===== src/include/fetch_config.svh =====
/* fetch front end configuration
   reset vector, decode buffer depth and datapath widths */

`ifndef FETCH_CONFIG_SVH
`define FETCH_CONFIG_SVH

// first fetch address after reset
`define FETCH_RESET_ADDR 32'h0000_0100

// entries in the fetch-to-decode buffer
`define FETCH_BUF_DEPTH 2

// instruction address width
`define FETCH_ADDR_W 32

// instruction word width
`define FETCH_INST_W 32

// external interrupt lines
`define FETCH_INT_W 8

`endif

===== src/source/fetch_pkg.sv =====
/* fetch subsystem types
   word, address and interrupt vectors plus controller and hold encodings */

`default_nettype none

package fetch_pkg;

    `include "fetch_config.svh"

    typedef logic [`FETCH_INST_W-1:0] inst_t;    // one instruction word
    typedef logic [`FETCH_ADDR_W-1:0] addr_t;    // one instruction address
    typedef logic [`FETCH_INT_W-1:0]  int_vec_t; // external irq lines

    // hold request from later pipeline stages
    typedef enum logic [1:0] {
        HOLD_NONE  = 2'b00, // keep fetching
        HOLD_PC    = 2'b01, // freeze pc, keep buffered entries
        HOLD_CLEAR = 2'b10  // drop buffer, no fetch this cycle
    } hold_e;

    // fetch controller state
    typedef enum logic [1:0] {
        CTRL_BOOT  = 2'b00, // out of reset, no requests yet
        CTRL_FETCH = 2'b01, // normal streaming
        CTRL_HOLD  = 2'b10  // stalled by HOLD_PC
    } ctrl_state_e;

endpackage

`default_nettype wire


===== src/source/fetch_unit.sv =====
/* instruction fetch front end top
   controller, program counter and decode buffer between memory and decode */

`default_nettype none

module fetch_unit (
    input  wire logic                clk_i,
    input  wire logic                rst_i,
    input  wire fetch_pkg::hold_e    hold_i,
    input  wire logic                jump_i,
    input  wire fetch_pkg::addr_t    jump_addr_i,
    input  wire fetch_pkg::int_vec_t int_i,
    input  wire logic                instr_ready_i,
    input  wire fetch_pkg::inst_t    instr_rdata_i,
    input  wire logic                ready_i,
    output logic                     instr_req_o,
    output fetch_pkg::addr_t         instr_addr_o,
    output logic                     valid_o,
    output fetch_pkg::inst_t         inst_o,
    output fetch_pkg::addr_t         inst_addr_o,
    output logic                     after_jump_o,
    output fetch_pkg::int_vec_t      int_flag_o
);

    import fetch_pkg::*;

    logic  fetch_en;
    logic  load_pc;
    logic  flush;
    logic  accept;    // req and ready both high
    addr_t pc;
    logic  pc_after_jump;

    assign instr_addr_o = pc; // request address is the live pc

    fetch_ctrl u_ctrl (
        .clk_i     (clk_i),
        .rst_i     (rst_i),
        .hold_i    (hold_i),
        .jump_i    (jump_i),
        .fetch_en_o(fetch_en),
        .load_pc_o (load_pc),
        .flush_o   (flush)
    );

    pc_counter u_pc (
        .clk_i       (clk_i),
        .rst_i       (rst_i),
        .advance_i   (accept),
        .load_i      (load_pc),
        .target_i    (jump_addr_i),
        .pc_o        (pc),
        .after_jump_o(pc_after_jump)
    );

    if_id u_if_id (
        .clk_i        (clk_i),
        .rst_i        (rst_i),
        .fetch_en_i   (fetch_en),
        .flush_i      (flush),
        .instr_ready_i(instr_ready_i),
        .inst_i       (instr_rdata_i),
        .pc_i         (pc),
        .after_jump_i (pc_after_jump),
        .int_i        (int_i),      // sampled at accept
        .ready_i      (ready_i),
        .instr_req_o  (instr_req_o),
        .accept_o     (accept),
        .valid_o      (valid_o),
        .inst_o       (inst_o),
        .inst_addr_o  (inst_addr_o),
        .after_jump_o (after_jump_o),
        .int_flag_o   (int_flag_o)
    );

endmodule

`default_nettype wire


===== src/source/fetch_ctrl.sv =====
/* fetch controller FSM
   turns reset, hold codes and jumps into fetch enable, pc load and flush */

`default_nettype none

module fetch_ctrl (
    input  wire logic             clk_i,
    input  wire logic             rst_i,
    input  wire fetch_pkg::hold_e hold_i,  // from later stages
    input  wire logic             jump_i,  // one-cycle redirect pulse
    output logic                  fetch_en_o,
    output logic                  load_pc_o,
    output logic                  flush_o
);

    import fetch_pkg::*;

    ctrl_state_e state_q;
    ctrl_state_e state_d;
    logic        redirect; // jump or clear request

    assign redirect = jump_i || (hold_i == HOLD_CLEAR);

    always_comb begin
        state_d = state_q;
        case (state_q)
            CTRL_BOOT: begin
                state_d = CTRL_FETCH; // one idle cycle after reset
            end
            CTRL_FETCH: begin
                if (hold_i == HOLD_PC) begin
                    state_d = CTRL_HOLD;
                end
            end
            CTRL_HOLD: begin
                if (hold_i != HOLD_PC) begin
                    state_d = CTRL_FETCH; // release
                end
            end
            default: begin
                state_d = CTRL_BOOT;
            end
        endcase
    end

    always_ff @(posedge clk_i) begin
        if (rst_i) begin
            state_q <= CTRL_BOOT;
        end else begin
            state_q <= state_d;
        end
    end

    // outputs follow state and inputs without a register
    always_comb begin
        fetch_en_o = 1'b0;
        load_pc_o  = 1'b0;
        flush_o    = 1'b0;
        case (state_q)
            CTRL_FETCH, CTRL_HOLD: begin
                fetch_en_o = (hold_i == HOLD_NONE) && !jump_i; // stall drops req at once
                load_pc_o  = jump_i;
                flush_o    = redirect;
            end
            default: begin
                fetch_en_o = 1'b0; // boot, buffer already empty
            end
        endcase
    end

    // a redirect drops the buffer, skips the fetch and lasts a single cycle
    a_load_flush: assert property (@(posedge clk_i) disable iff (rst_i)
        load_pc_o |=> $past(flush_o) && !$past(fetch_en_o) && !load_pc_o);

endmodule

`default_nettype wire


===== src/source/pc_counter.sv =====
/* fetch program counter
   steps by one word per accepted fetch, loads jump targets */

`default_nettype none

`include "fetch_config.svh"

module pc_counter (
    input  wire logic             clk_i,
    input  wire logic             rst_i,
    input  wire logic             advance_i, // fetch accepted this cycle
    input  wire logic             load_i,    // redirect
    input  wire fetch_pkg::addr_t target_i,
    output fetch_pkg::addr_t      pc_o,
    output logic                  after_jump_o
);

    import fetch_pkg::*;

    addr_t pc_q;
    logic  after_jump_q; // next fetch is the jump target

    assign pc_o         = pc_q;
    assign after_jump_o = after_jump_q;

    always_ff @(posedge clk_i) begin
        if (rst_i) begin
            pc_q <= addr_t'(`FETCH_RESET_ADDR);
        end else if (load_i) begin
            pc_q <= target_i;            // redirect wins over advance
        end else if (advance_i) begin
            pc_q <= pc_q + addr_t'(4);   // next word
        end
    end

    always_ff @(posedge clk_i) begin
        if (rst_i) begin
            after_jump_q <= 1'b0;
        end else if (load_i) begin
            after_jump_q <= 1'b1;
        end else if (advance_i) begin
            after_jump_q <= 1'b0; // target fetched, flag done
        end
    end

    // jump targets come from outside, so check alignment here
    a_pc_aligned: assert property (@(posedge clk_i) disable iff (rst_i)
        pc_q[1:0] == 2'b00);

endmodule

`default_nettype wire


===== src/source/if_id.sv =====
/* fetch-to-decode pipeline buffer
   packs word, address, jump flag and irq lines into a small FIFO */

`default_nettype none

`include "fetch_config.svh"

module if_id (
    input  wire logic                clk_i,
    input  wire logic                rst_i,
    input  wire logic                fetch_en_i,    // from controller
    input  wire logic                flush_i,       // jump or HOLD_CLEAR
    input  wire logic                instr_ready_i, // memory answers this cycle
    input  wire fetch_pkg::inst_t    inst_i,
    input  wire fetch_pkg::addr_t    pc_i,          // address of inst_i
    input  wire logic                after_jump_i,
    input  wire fetch_pkg::int_vec_t int_i,
    input  wire logic                ready_i,       // decode can take one
    output logic                     instr_req_o,
    output logic                     accept_o,      // fetch handshake done
    output logic                     valid_o,
    output fetch_pkg::inst_t         inst_o,
    output fetch_pkg::addr_t         inst_addr_o,
    output logic                     after_jump_o,
    output fetch_pkg::int_vec_t      int_flag_o
);

    import fetch_pkg::*;

    localparam int PACK_W = $bits(inst_t) + $bits(addr_t) + 1 + $bits(int_vec_t);

    logic full;
    logic empty;

    assign instr_req_o = fetch_en_i && !full; // back-pressure stops requests
    assign accept_o    = instr_req_o && instr_ready_i;
    assign valid_o     = !empty;

    fetch_fifo #(
        .DATA_W(PACK_W),
        .DEPTH (`FETCH_BUF_DEPTH)
    ) u_fifo (
        .clk_i  (clk_i),
        .rst_i  (rst_i),
        .flush_i(flush_i),
        .push_i (accept_o),
        .data_i ({inst_i, pc_i, after_jump_i, int_i}),
        .pop_i  (valid_o && ready_i), // decode handshake
        .data_o ({inst_o, inst_addr_o, after_jump_o, int_flag_o}),
        .full_o (full),
        .empty_o(empty)
    );

endmodule

`default_nettype wire


===== src/source/fetch_fifo.sv =====
/* circular FIFO with registered output and flush
   read/write pointers plus occupancy count drive full and empty */

`default_nettype none

module fetch_fifo #(
    parameter int DATA_W = 8,
    parameter int DEPTH  = 2
) (
    input  wire logic              clk_i,
    input  wire logic              rst_i,
    input  wire logic              flush_i, // drop all entries at next edge
    input  wire logic              push_i,
    input  wire logic [DATA_W-1:0] data_i,
    input  wire logic              pop_i,
    output logic      [DATA_W-1:0] data_o,
    output logic                   full_o,
    output logic                   empty_o
);

    localparam int PTR_W = (DEPTH > 1) ? $clog2(DEPTH) : 1; // keep ptr at least 1 bit
    localparam int CNT_W = $clog2(DEPTH + 1);

    logic [DATA_W-1:0] mem_q [DEPTH]; // payload storage
    logic [PTR_W-1:0]  wr_ptr_q;
    logic [PTR_W-1:0]  rd_ptr_q;
    logic [CNT_W-1:0]  count_q;       // entries held
    logic              do_push;
    logic              do_pop;

    assign full_o  = (count_q == CNT_W'(DEPTH));
    assign empty_o = (count_q == '0);
    assign do_push = push_i && !full_o;  // overflow dropped
    assign do_pop  = pop_i && !empty_o;  // underflow ignored
    assign data_o  = mem_q[rd_ptr_q];    // not fall-through

    // pointer wrap at DEPTH, works for non power of two
    function automatic logic [PTR_W-1:0] ptr_inc(input logic [PTR_W-1:0] ptr);
        if (ptr == PTR_W'(DEPTH - 1)) begin
            return '0;
        end
        return ptr + PTR_W'(1);
    endfunction

    always_ff @(posedge clk_i) begin
        if (do_push) begin
            mem_q[wr_ptr_q] <= data_i; // storage written even in flush cycle, harmless
        end
    end

    always_ff @(posedge clk_i) begin
        if (rst_i || flush_i) begin
            wr_ptr_q <= '0;
            rd_ptr_q <= '0;
            count_q  <= '0;
        end else begin
            if (do_push) begin
                wr_ptr_q <= ptr_inc(wr_ptr_q);
            end
            if (do_pop) begin
                rd_ptr_q <= ptr_inc(rd_ptr_q);
            end
            case ({do_push, do_pop})
                2'b10:   count_q <= count_q + CNT_W'(1);
                2'b01:   count_q <= count_q - CNT_W'(1);
                default: count_q <= count_q; // both or neither
            endcase
        end
    end

    // the producer must respect full, the consumer must respect empty
    a_no_push_full: assert property (@(posedge clk_i) disable iff (rst_i)
        push_i |-> !full_o);
    a_no_pop_empty: assert property (@(posedge clk_i) disable iff (rst_i)
        pop_i |-> !empty_o);
    a_flush_empties: assert property (@(posedge clk_i) disable iff (rst_i)
        flush_i |=> empty_o);

endmodule

`default_nettype wire


===== config.mk =====
export PLATFORM = sky130hd
export DESIGN_NAME = fetch_unit
export DESIGN_NICKNAME = d
export VERILOG_FILES = /design/src/source/fetch_pkg.sv /design/src/source/fetch_unit.sv /design/src/source/fetch_ctrl.sv /design/src/source/pc_counter.sv /design/src/source/if_id.sv /design/src/source/fetch_fifo.sv
export VERILOG_INCLUDE_DIRS = /design/src /design/src/include
export SDC_FILE = /design/constraint.sdc
export NUM_CORES = 1
export LEC_CHECK = 0
export BUFFER_PORTS_ARGS = -buffer_cell sky130_fd_sc_hd__buf_4
export CELL_PAD_IN_SITES_DETAIL_PLACEMENT = 0
export CELL_PAD_IN_SITES_GLOBAL_PLACEMENT = 1
export CORE_MARGIN = 2
export CORE_UTILIZATION = 43
export DETAILED_ROUTE_END_ITERATION = 16
export PLACE_DENSITY_LB_ADDON = 0.12
export SYNTH_ARGS = -nofsm -noshare
export SYNTH_HDL_FRONTEND = slang
export SYNTH_SLANG_ARGS = --single-unit
export TNS_END_PERCENT = 5

===== constraint.sdc =====
create_clock -name clk_i -period 6.3 [get_ports clk_i]
set_clock_uncertainty 0.2 [all_clocks]
set_input_delay 0.945 -clock clk_i [delete_from_list [all_inputs] [get_ports clk_i]]
set_output_delay 0.945 -clock clk_i [all_outputs]
set_load 0.02 [all_outputs]

==> summary.md, run 1 <==
| Metric | Value |
|---|---|
| Status | finished clean |
| Initial Util | 43.46% |
| Finished Layout Cells | 908 |
| Routed WL | 15.95 mm |
| Via count | 4632 |
| Reg2Reg Setup Slack | 2.73 ns |
| Overall power | 2.738 mW |
| Total congestion overflow | 0 |
| EDFF count, synth | 146 |
| TritonCTS sink count | 186 |
| Critical Path RT | 6.21 ns |
| Fin. Hold Viols | 0 |
| NumNets Final | 754 |
| HPWL after detailed placement | 10.49 mm |
| Final hold slack | 0.2658 ns |
| Synth Register Bits | 186 |
| Die height | 135.5 um |
| Synth Warn # | 0 |
| Internal | 2.078 mW |
| CTS buffer count | 17 |
| Core Rows | 48 |
| Asr flop ratio synth | 0% |
| Die ar. | 18370 sq um |
| Antenna Nets Post-Route | 0 |
| Mapped Area | 7440 sq um |
| Syn Area/Cell | 15.34 sq um |
| Worst EP arrival | 3.48 ns |
| Clock-pin slew on the worst setup and hold paths | 0.07 ns |
| Die X | 135.5 um |
| CP max FO | 37 |
| Clock buffer depth | 2 |
| Share of post-route cells with drive strength above 1 | 45.68% |
| Number of global-route vias before repair | 4481 |
| CP Cell Sequence | inv_1, ha_1, or4b_4, nor2_1, nand2_1, nor2_4, buf_12 |
| Worst-skew pair later-pin latency | 0.42 ns |
| PortBufs | 185 |
| Root buffer cell | clkbuf_16 |
| Core Box Area | 17120 sq um |
| Max incr delay on CP | 0.96 ns |
| Post-synthesis sequential area ratio | 69.69% |
| Distinct cells, synth | 50 |
| DR vias/cell | 5.101 |
| Crit start category | register |
| Setup CP Type | register to register |
| Hold-fix buffers, CTS | 0 |
| Cell Pwr Density | 282.5 nW/um^2 |
| Final setup viols | 0 |
| Max Clk Rate | 0.2800 GHz |
| Total negative slack | 0 ns |
| Worst vdd ir | 0.1922 mV |
| 1st-pass router iterations | 4 |
| I/O pin count | 186 |
| Wire per inst | 17.57 um |
| Mapped Nets | 569 |
| Setup bufs post-CTS | 0 |
| Post-synth top cells | 146 x edfxtp_1, 74 x mux2_2, 40 x dfxtp_1, 38 x nor2_1, 22 x a211oi_1 |
| Dpl cells | 876 |
| Clock Power Share | 39.9% |
| Crit-path slowest cell | nor2_4 |
| Max-slew violation count | 0 |
| Residual DRC | 0 |
| Rel. slew slack | 22.34% |
| Lkg Pwr | 3.540 nW |
| DR iter-0 viols | 235 |
| First-pass GRT wire length | 24.20 mm |
| Most frequent cell after synthesis | edfxtp_1 |
| CTS tree | yes |
| Worst-Margin Slew | 1.162 ns |
| Post-synth top area cell | edfxtp_1 |
| Mapped Cells | 485 |
| CTS resizes | 0 |
| Area contributors post-synth | edfxtp_1 59%, mux2_2 11%, dfxtp_1 11% |
| Worst min path class | register to register |
| Worst Setup End Kind | register |
| Flop pwr share | 51.5% |
| Gate power share | 8.7% |
| Synth top area share | 58.93% |
| Synth Flop Type | edfxtp_1 |
| Tot GR Track Use | 17.44% |
| Ant diodes | 0 |
| Period utilization | 56.69% |
| Global placement routability congestion | 0.7332 |
| Syn-to-layout area delta | 30.24% |
| H-tree levels | 4 |
| Final core utilization | 56.61% |
| Initial antenna violation count | 0 |
| Min cycle time layout | 3.572 ns |
| Max-cap check violation count | 0 |
| Switching power | 0.6596 mW |
| Largest net degree at the start of global routing | 74 |
| Switching Share | 24.10% |
| RSZ-0062 raised after global routing | false |
registers in the layout, indices dropped and copies added (netlist names), named ones only:
| signal | cells |
|---|---|
| u_if_id.u_fifo.rd_ptr_q | 1 |
| u_ctrl.state_q | 2 |
| u_if_id.u_fifo.mem_q | 146 |
| u_if_id.u_fifo.wr_ptr_q | 1 |
| u_pc.after_jump_o | 1 |
| u_if_id.u_fifo.count_q | 2 |
| u_pc.pc_o | 32 |
power by group through the flow:
stage	clock network [mW]	registers (mW)	logic, mW
final	1.09	1.41	0.237
after global routing	1.15	1.41	0.256
after CTS	1.11	1.41	0.241
after detailed placement	0	1.44	0.239
after global placement	0	1.43	0.236
after floorplan	0	1.45	0.0995
metrics by stage:
| stage | instance area (sq um) | setup WS, ns |
|---|---|---|
| 3_3_place_gp | 9081 | 2.407 |
| 4_1_cts | 9689 | 2.672 |
| 2_1_floorplan | 7440 | 0.3966 |
| 3_5_place_dp | 9081 | 2.345 |
| 5_1_grt | 9689 | 2.518 |
| 6_report | 9689 | 2.728 |
worst paths after layout:
| path | from | endpoint | cells after the start |
|---|---|---|---|
| max | u_ctrl.state_q[0] | u_if_id.u_fifo.mem_q[1][62] | 7 |
| min | u_pc.after_jump_o | u_if_id.u_fifo.mem_q[0][8] | 0 |
| max reg2reg | u_ctrl.state_q[0] | u_if_id.u_fifo.mem_q[1][62] | 7 |
| min reg2reg | u_pc.after_jump_o | u_if_id.u_fifo.mem_q[0][8] | 0 |
cells by family after synthesis:
group | synth area share, %
and+or+nand+nor | 9.015
DFF | 69.69
buffers and inverters | 1.614
AOI/OAI and AO/OA | 4.676
adders and majority gates | 0.8409
muxes | 11.34
xor gates and xnor gates | 2.825
placed cells by master (no fill, tap or decap), drive strengths merged, types with 2 or more instances in the layout:
cell,count
a311oi,3
clkinv,3
o21ai,3
nor3,6
mux2,74
nor2,38
o211ai,3
or3,5
and4,5
xor2,7
nand3,8
ha,5
dfxtp,40
bufinv,2
inv,15
clkbuf,17
and3,3
edfxtp,146
nor4,8
nand4,7
a21oi,9
a21o,2
nand2,20
xnor2,17
buf,187
or2,2
clkinvlp,3
a211oi,22
a31oi,3
and2,6
layout make-up:
| cell class | instances | area (sq um) |
|---|---|---|
| fill | 1437 | 7427 |
| sequential | 186 | 5189 |
| multi-input combinational | 270 | 2152 |
| timing repair buffer | 187 | 1429 |
| clock buffer | 17 | 425.4 |
| tap | 225 | 281.5 |
| clock inverter | 15 | 182.7 |
| inverter | 8 | 30.03 |
per-layer routing:
metal	share of wire, %	vias up	GRT usage, %	wire length [um]
li1	-	2217	-	-
met1	46	2278	24.13	7343
met2	48	125	27.81	7697
met3	4.6	12	3.554	740
met4	1.1	0	5.729	172
met5	0	-	0	0
worst max-delay path: cells and delay by family, from the launching register on:
family | cells | cell delay, ns
adder cells (fa/ha/maj) | 1 | 0.36
flip-flops | 1 | 0.36
buffers and inverters | 2 | 0.41
AND/OR/NAND/NOR | 4 | 1.89
(Power assumes the default switching activity.)
==> run 2, diff against run 1 <==
Clock period 6.3 ns to 3.7 ns, I/O delays scaled along.
==> summary.md, run 2 (synthesized netlist as in run 1, its figures left out) <==
| Metric | Value |
|---|---|
| I/O pin count | 186 (unchanged) |
| Fin. Hold Viols | 0 (unchanged) |
| CP Cell Sequence | inv_1, ha_1, or4b_4, nor2_1, nand2_1, nor2_4, buf_4 (was inv_1, ha_1, or4b_4, nor2_1, nand2_1, nor2_4, buf_12) |
| Ant diodes | 0 (unchanged) |
| Root buffer cell | clkbuf_16 (unchanged) |
| PortBufs | 185 (unchanged) |
| CTS tree | yes (unchanged) |
| Core Rows | 48 (unchanged) |
| 1st-pass router iterations | 4 (unchanged) |
| Multi-input logic area | 2152 sq um (unchanged) |
| Max reg flops | 146 (unchanged) |
| Overall power | 4.459 mW (was 2.738 mW) |
| Via count | 4596 (was 4632) |
| Clock buffer depth | 2 (unchanged) |
| H-tree levels | 4 (unchanged) |
| TritonCTS sink count | 186 (unchanged) |
| Setup bufs post-CTS | 0 (unchanged) |
| Number of global-route vias before repair | 4652 (was 4481) |
| Largest net degree at the start of global routing | 68 (was 74) |
| Dpl cell area | 9111 sq um (was 9081 sq um) |
| CTS buffer count | 17 (unchanged) |
| Setup CP Type | register to register (unchanged) |
| CP max FO | 40 (was 37) |
| DR iter-0 viols | 267 (was 235) |
| Worst-Margin Slew | 1.035 ns (was 1.162 ns) |
| Tot GR Track Use | 18.10% (was 17.44%) |
| Max Clk Rate | 0.3356 GHz (was 0.2800 GHz) |
| Share of post-route cells with drive strength above 1 | 45.27% (was 45.68%) |
| Worst vdd ir | 0.3254 mV (was 0.1922 mV) |
| Routed WL | 16.22 mm (was 15.95 mm) |
| Period utilization | 80.54% (was 56.69%) |
| Initial Util | 43.46% (unchanged) |
| Worst-skew pair later-pin latency | 0.42 ns (about the same) |
| Die X | 135.5 um (unchanged) |
| Total congestion overflow | 0 (unchanged) |
| DR vias/cell | 5.039 (was 5.101) |
| Core Box Area | 17120 sq um (unchanged) |
| Max-slew violation count | 0 (unchanged) |
| Min cycle time layout | 2.980 ns (was 3.572 ns) |
| Initial antenna violation count | 0 (unchanged) |
| Worst EP arrival | 2.84 ns (was 3.48 ns) |
| Final hold slack | 0.1167 ns (was 0.2658 ns) |
| Fillers | 1445 (was 1437) |
| Max-cap check violation count | 0 (unchanged) |
| Max incr delay on CP | 0.49 ns (was 0.96 ns) |
| Global placement routability congestion | 0.7196 (was 0.7332) |
| Post-route cell area | 9648 sq um (was 9689 sq um) |
| Wire per inst | 17.79 um (was 17.57 um) |
| RSZ-0062 raised after global routing | false (unchanged) |
| Worst min path class | primary input to register (was register to register) |
| Register area | 5189 sq um (unchanged) |
| Worst Setup End Kind | register (unchanged) |
| Cell Pwr Density | 462.1 nW/um^2 (was 282.5 nW/um^2) |
| Rel. slew slack | 30.72% (was 22.34%) |
| CTS resizes | 0 (unchanged) |
| Antenna Nets Post-Route | 0 (unchanged) |
| Most frequent cells in the layout | 189 x buf_4, 146 x edfxtp_1, 74 x mux2_2, 39 x dfxtp_1, 36 x nor2_1 (was 185 x buf_4, 146 x edfxtp_1, 74 x mux2_2, 39 x dfxtp_1, 36 x nor2_1) |
| Lkg Pwr | 3.532 nW (was 3.540 nW) |
| Final setup viols | 0 (unchanged) |
| Crit-path slowest cell | or4b_4 (was nor2_4) |
| NumNets Final | 758 (was 754) |
| Die height | 135.5 um (unchanged) |
| Hold-fix buffers, CTS | 0 (unchanged) |
| Most common cell after layout, fill and taps aside | buf_4 (unchanged) |
| HPWL after detailed placement | 10.82 mm (was 10.49 mm) |
| Top reg by flops | u_if_id.u_fifo.mem_q (unchanged) |
| Status | finished clean (unchanged) |
| First-pass GRT wire length | 24.87 mm (was 24.20 mm) |
| Critical Path RT | 3.56 ns (was 6.21 ns) |
| Clock-pin slew on the worst setup and hold paths | 0.06 ns (was 0.07 ns) |
| Residual DRC | 0 (unchanged) |
| Crit start category | register (unchanged) |
| Die ar. | 18370 sq um (unchanged) |
| Syn-to-layout area delta | 29.68% (was 30.24%) |
## run 2: cell count changes in the layout (fill, tap and decap cells not counted), sizes merged
cell	change
buf	+4
clkinv	+6
clkinvlp	-2
clkbuf	+3
inv	-6
bufinv	-1
## run 2: layout make-up
class | count | area share (%)
Sequential cell | 186 | 53.78
Clock inverter | 12 | 1.037
Clock buffer | 20 | 4.526
Multi-Input combinational cell | 270 | 22.31
Inverter | 8 | 0.3112
Timing Repair Buffer | 191 | 15.12
Tap cell | 225 | 2.918
## run 2: worst paths after layout
check / from / to / slack [ns] / depth (start not counted)
worst min-delay path: instr_rdata_i[29] / u_if_id.u_fifo.mem_q[0][70] / 0.12 / 1
worst max-delay path: u_ctrl.state_q[0] / u_if_id.u_fifo.mem_q[1][11] / 0.72 / 7
worst max register to register: u_ctrl.state_q[0] / u_if_id.u_fifo.mem_q[1][11] / 0.72 / 7
worst min register to register: u_pc.pc_o[1] / u_if_id.u_fifo.mem_q[0][10] / 0.27 / 0
## run 2: per-stage QoR
step	TNS, ns	setup WS, ns	std cells	utilization [%]
2_1_floorplan	-99.86	-0.6841	485	-
3_3_place_gp	0	0.8143	880	53.23
3_5_place_dp	0	0.7236	880	53.23
4_1_cts	0	0.6995	912	56.37
5_1_grt	0	0.5221	912	56.37
6_report	0	0.7201	912	56.37
## run 2: layer usage
| layer | wire (um) | global-route usage [%] | up-vias |
|---|---|---|---|
| met5 | 0 | 0 | - |
| met4 | 179 | 5.556 | 0 |
| met3 | 934 | 4.639 | 14 |
| met2 | 8166 | 30.29 | 118 |
| met1 | 6941 | 23.32 | 2244 |
| li1 | - | - | 2220 |
## run 2: worst max-delay path, delay by kind of cell (launching register included)
family	cells	cell delay [ns]
flops	1	0.36
fa+ha+maj	1	0.35
simple gates	4	1.11
buf+inv	2	0.57
## run 2: power breakdown
| group | total (mW) | switching [mW] | internal (mW) |
|---|---|---|---|
| Combinational | 0.411 | 0.216 | 0.195 |
| Clock | 1.65 | 0.732 | 0.922 |
| Sequential | 2.39 | 0.0743 | 2.32 |
| Total | 4.46 | 1.02 | 3.44 |
==> run 3, diff against run 2 <==
Clock period 3.7 ns to 3 ns, I/O delays scaled along.
==> summary.md, run 3 (synthesized netlist as in run 1, its figures left out) <==
| Metric | Value |
|---|---|
| Wire per inst | 17.62 um (was 17.79 um) |
| Die X | 135.5 um (unchanged) |
| Residual DRC | 0 (unchanged) |
| NumNets Final | 785 (was 758) |
| First-pass GRT wire length | 24.90 mm (was 24.87 mm) |
| Top reg by flops | u_if_id.u_fifo.mem_q (unchanged) |
| CP Cell Sequence | inv_2, ha_4, or4b_4, or3_1, nor3_4, nand4_1, a311oi_1 (was inv_1, ha_1, or4b_4, nor2_1, nand2_1, nor2_4, buf_4) |
| Syn-to-layout area delta | 33.52% (was 29.68%) |
| Min cycle time layout | 2.733 ns (was 2.980 ns) |
| Routed WL | 16.53 mm (was 16.22 mm) |
| Root buffer cell | clkbuf_16 (unchanged) |
| Tot GR Track Use | 18.02% (was 18.10%) |
| CTS tree | yes (unchanged) |
| CTS buffer count | 17 (unchanged) |
| CP delay by family, top | simple AND/OR/NAND/NOR gates (unchanged) |
| DR iter-0 viols | 265 (was 267) |
| Clock buffer depth | 2 (unchanged) |
| Clock-pin slew on the worst setup and hold paths | 0.07 ns (was 0.06 ns) |
| Global placement routability congestion | 0.7653 (was 0.7196) |
| RSZ-0062 raised after global routing | false (unchanged) |
| Final hold slack | 0.02184 ns (was 0.1167 ns) |
| Setup ws final | 0.2671 ns (was 0.7201 ns) |
| H-tree levels | 4 (unchanged) |
| 1st-pass router iterations | 4 (unchanged) |
| TritonCTS sink count | 186 (unchanged) |
| Via count | 4739 (was 4596) |
| Worst EP arrival | 2.86 ns (was 2.84 ns) |
| Max-cap check violation count | 0 (unchanged) |
| Number of global-route vias before repair | 4617 (was 4652) |
| CP bufs+invs | 1 (was 2) |
| DR vias/cell | 5.052 (was 5.039) |
| Die height | 135.5 um (unchanged) |
| Final setup viols | 0 (unchanged) |
| Worst min path class | primary input to register (unchanged) |
| Worst Setup End Kind | register (unchanged) |
| Max incr delay on CP | 0.61 ns (was 0.49 ns) |
| CP max FO | 8 (was 40) |
| Core Box Area | 17120 sq um (unchanged) |
| Ant diodes | 0 (unchanged) |
| Initial antenna violation count | 0 (unchanged) |
| Fin. Hold Viols | 0 (unchanged) |
| Share of post-route cells with drive strength above 1 | 45.72% (was 45.27%) |
| Max-slew violation count | 0 (unchanged) |
| Total congestion overflow | 0 (unchanged) |
| Most common cell after layout, fill and taps aside | buf_4 (unchanged) |
| Max Clk Rate | 0.3659 GHz (was 0.3356 GHz) |
| Final core utilization | 58.03% (was 56.37%) |
| Lkg Pwr | 3.658 nW (was 3.532 nW) |
| Crit start category | register (unchanged) |
| Largest net degree at the start of global routing | 65 (was 68) |
| Max reg flops | 146 (unchanged) |
| Worst vdd ir | 0.4009 mV (was 0.3254 mV) |
| Pre-CTS setup slack | 0.3026 ns (was 0.7236 ns) |
| Setup CP Type | register to register (unchanged) |
| Period utilization | 91.10% (was 80.54%) |
| Cell Pwr Density | 554.2 nW/um^2 (was 462.1 nW/um^2) |
| Total negative slack | 0 ns (unchanged) |
| Rel. slew slack | 65.30% (was 30.72%) |
| PortBufs | 185 (unchanged) |
| Worst-skew pair later-pin latency | 0.42 ns (about the same) |
| Antenna Nets Post-Route | 0 (unchanged) |
| I/O pin count | 186 (unchanged) |
| Die ar. | 18370 sq um (unchanged) |
| Most frequent cells in the layout | 194 x buf_4, 146 x edfxtp_1, 74 x mux2_2, 37 x dfxtp_1, 35 x nor2_1 (was 189 x buf_4, 146 x edfxtp_1, 74 x mux2_2, 39 x dfxtp_1, 36 x nor2_1) |
| Core Rows | 48 (unchanged) |
| Initial Util | 43.46% (unchanged) |
| Status | finished clean (unchanged) |
| Crit-path slowest cell | or3_1 (was or4b_4) |
| Critical Path RT | 3.13 ns (was 3.56 ns) |
| Overall power | 5.505 mW (was 4.459 mW) |
| HPWL after detailed placement | 11.05 mm (was 10.82 mm) |
| Setup bufs post-CTS | 0 (unchanged) |
| Worst-Margin Slew | 0.5205 ns (was 1.035 ns) |
-- run 3: metrics by stage --
step,cell area (sq um),std cells
3_3_place_gp,9199,886
5_1_grt,9933,938
2_1_floorplan,7485,485
3_5_place_dp,9199,886
4_1_cts,9913,936
6_report,9933,938
-- run 3: cell type report --
cell class,instances,area [sq um]
Fill cell,1402,7183
Timing Repair Buffer,218,1727
Inverter,8,30.03
Multi-Input combinational cell,270,2180
Tap cell,225,281.5
Sequential cell,186,5191
Clock buffer,19,432.9
Clock inverter,12,91.34
-- run 3: repair_timing --
| item | CTS | global route |
|---|---|---|
| hold buffers | 19 | 2 |
| resized for setup | 0 | 0 |
| endpoints found under the hold margin | 38 | 3 |
-- run 3: routing by layer --
layer / vias up / share of wire, % / track usage [%]
met2: 146 / 48 / 28.91
met4: 0 / 1.5 / 5.845
li1: 2276 / - / -
met1: 2302 / 44 / 24.00
met5: - / 0 / 0
met3: 15 / 6.4 / 4.863
-- run 3: path summary, 6_finish.rpt --
kind	startpoint	to	slack [ns]	cells past startpoint
setup reg to reg	u_ctrl.state_q[0]	u_pc.pc_o[28]	0.27	7
setup / recovery	u_ctrl.state_q[0]	u_pc.pc_o[28]	0.27	7
hold reg to reg	u_pc.after_jump_o	u_if_id.u_fifo.mem_q[0][8]	0.27	0
hold / removal	instr_rdata_i[5]	u_if_id.u_fifo.mem_q[1][46]	0.02	1
-- run 3: power by group --
part | internal [mW] | total (mW) | leakage (nW) | switching [mW]
combinational | 0.265 | 0.538 | 1.73 | 0.273
sequential | 2.86 | 2.96 | 1.67 | 0.0963
clock | 1.07 | 2.01 | 0.260 | 0.941
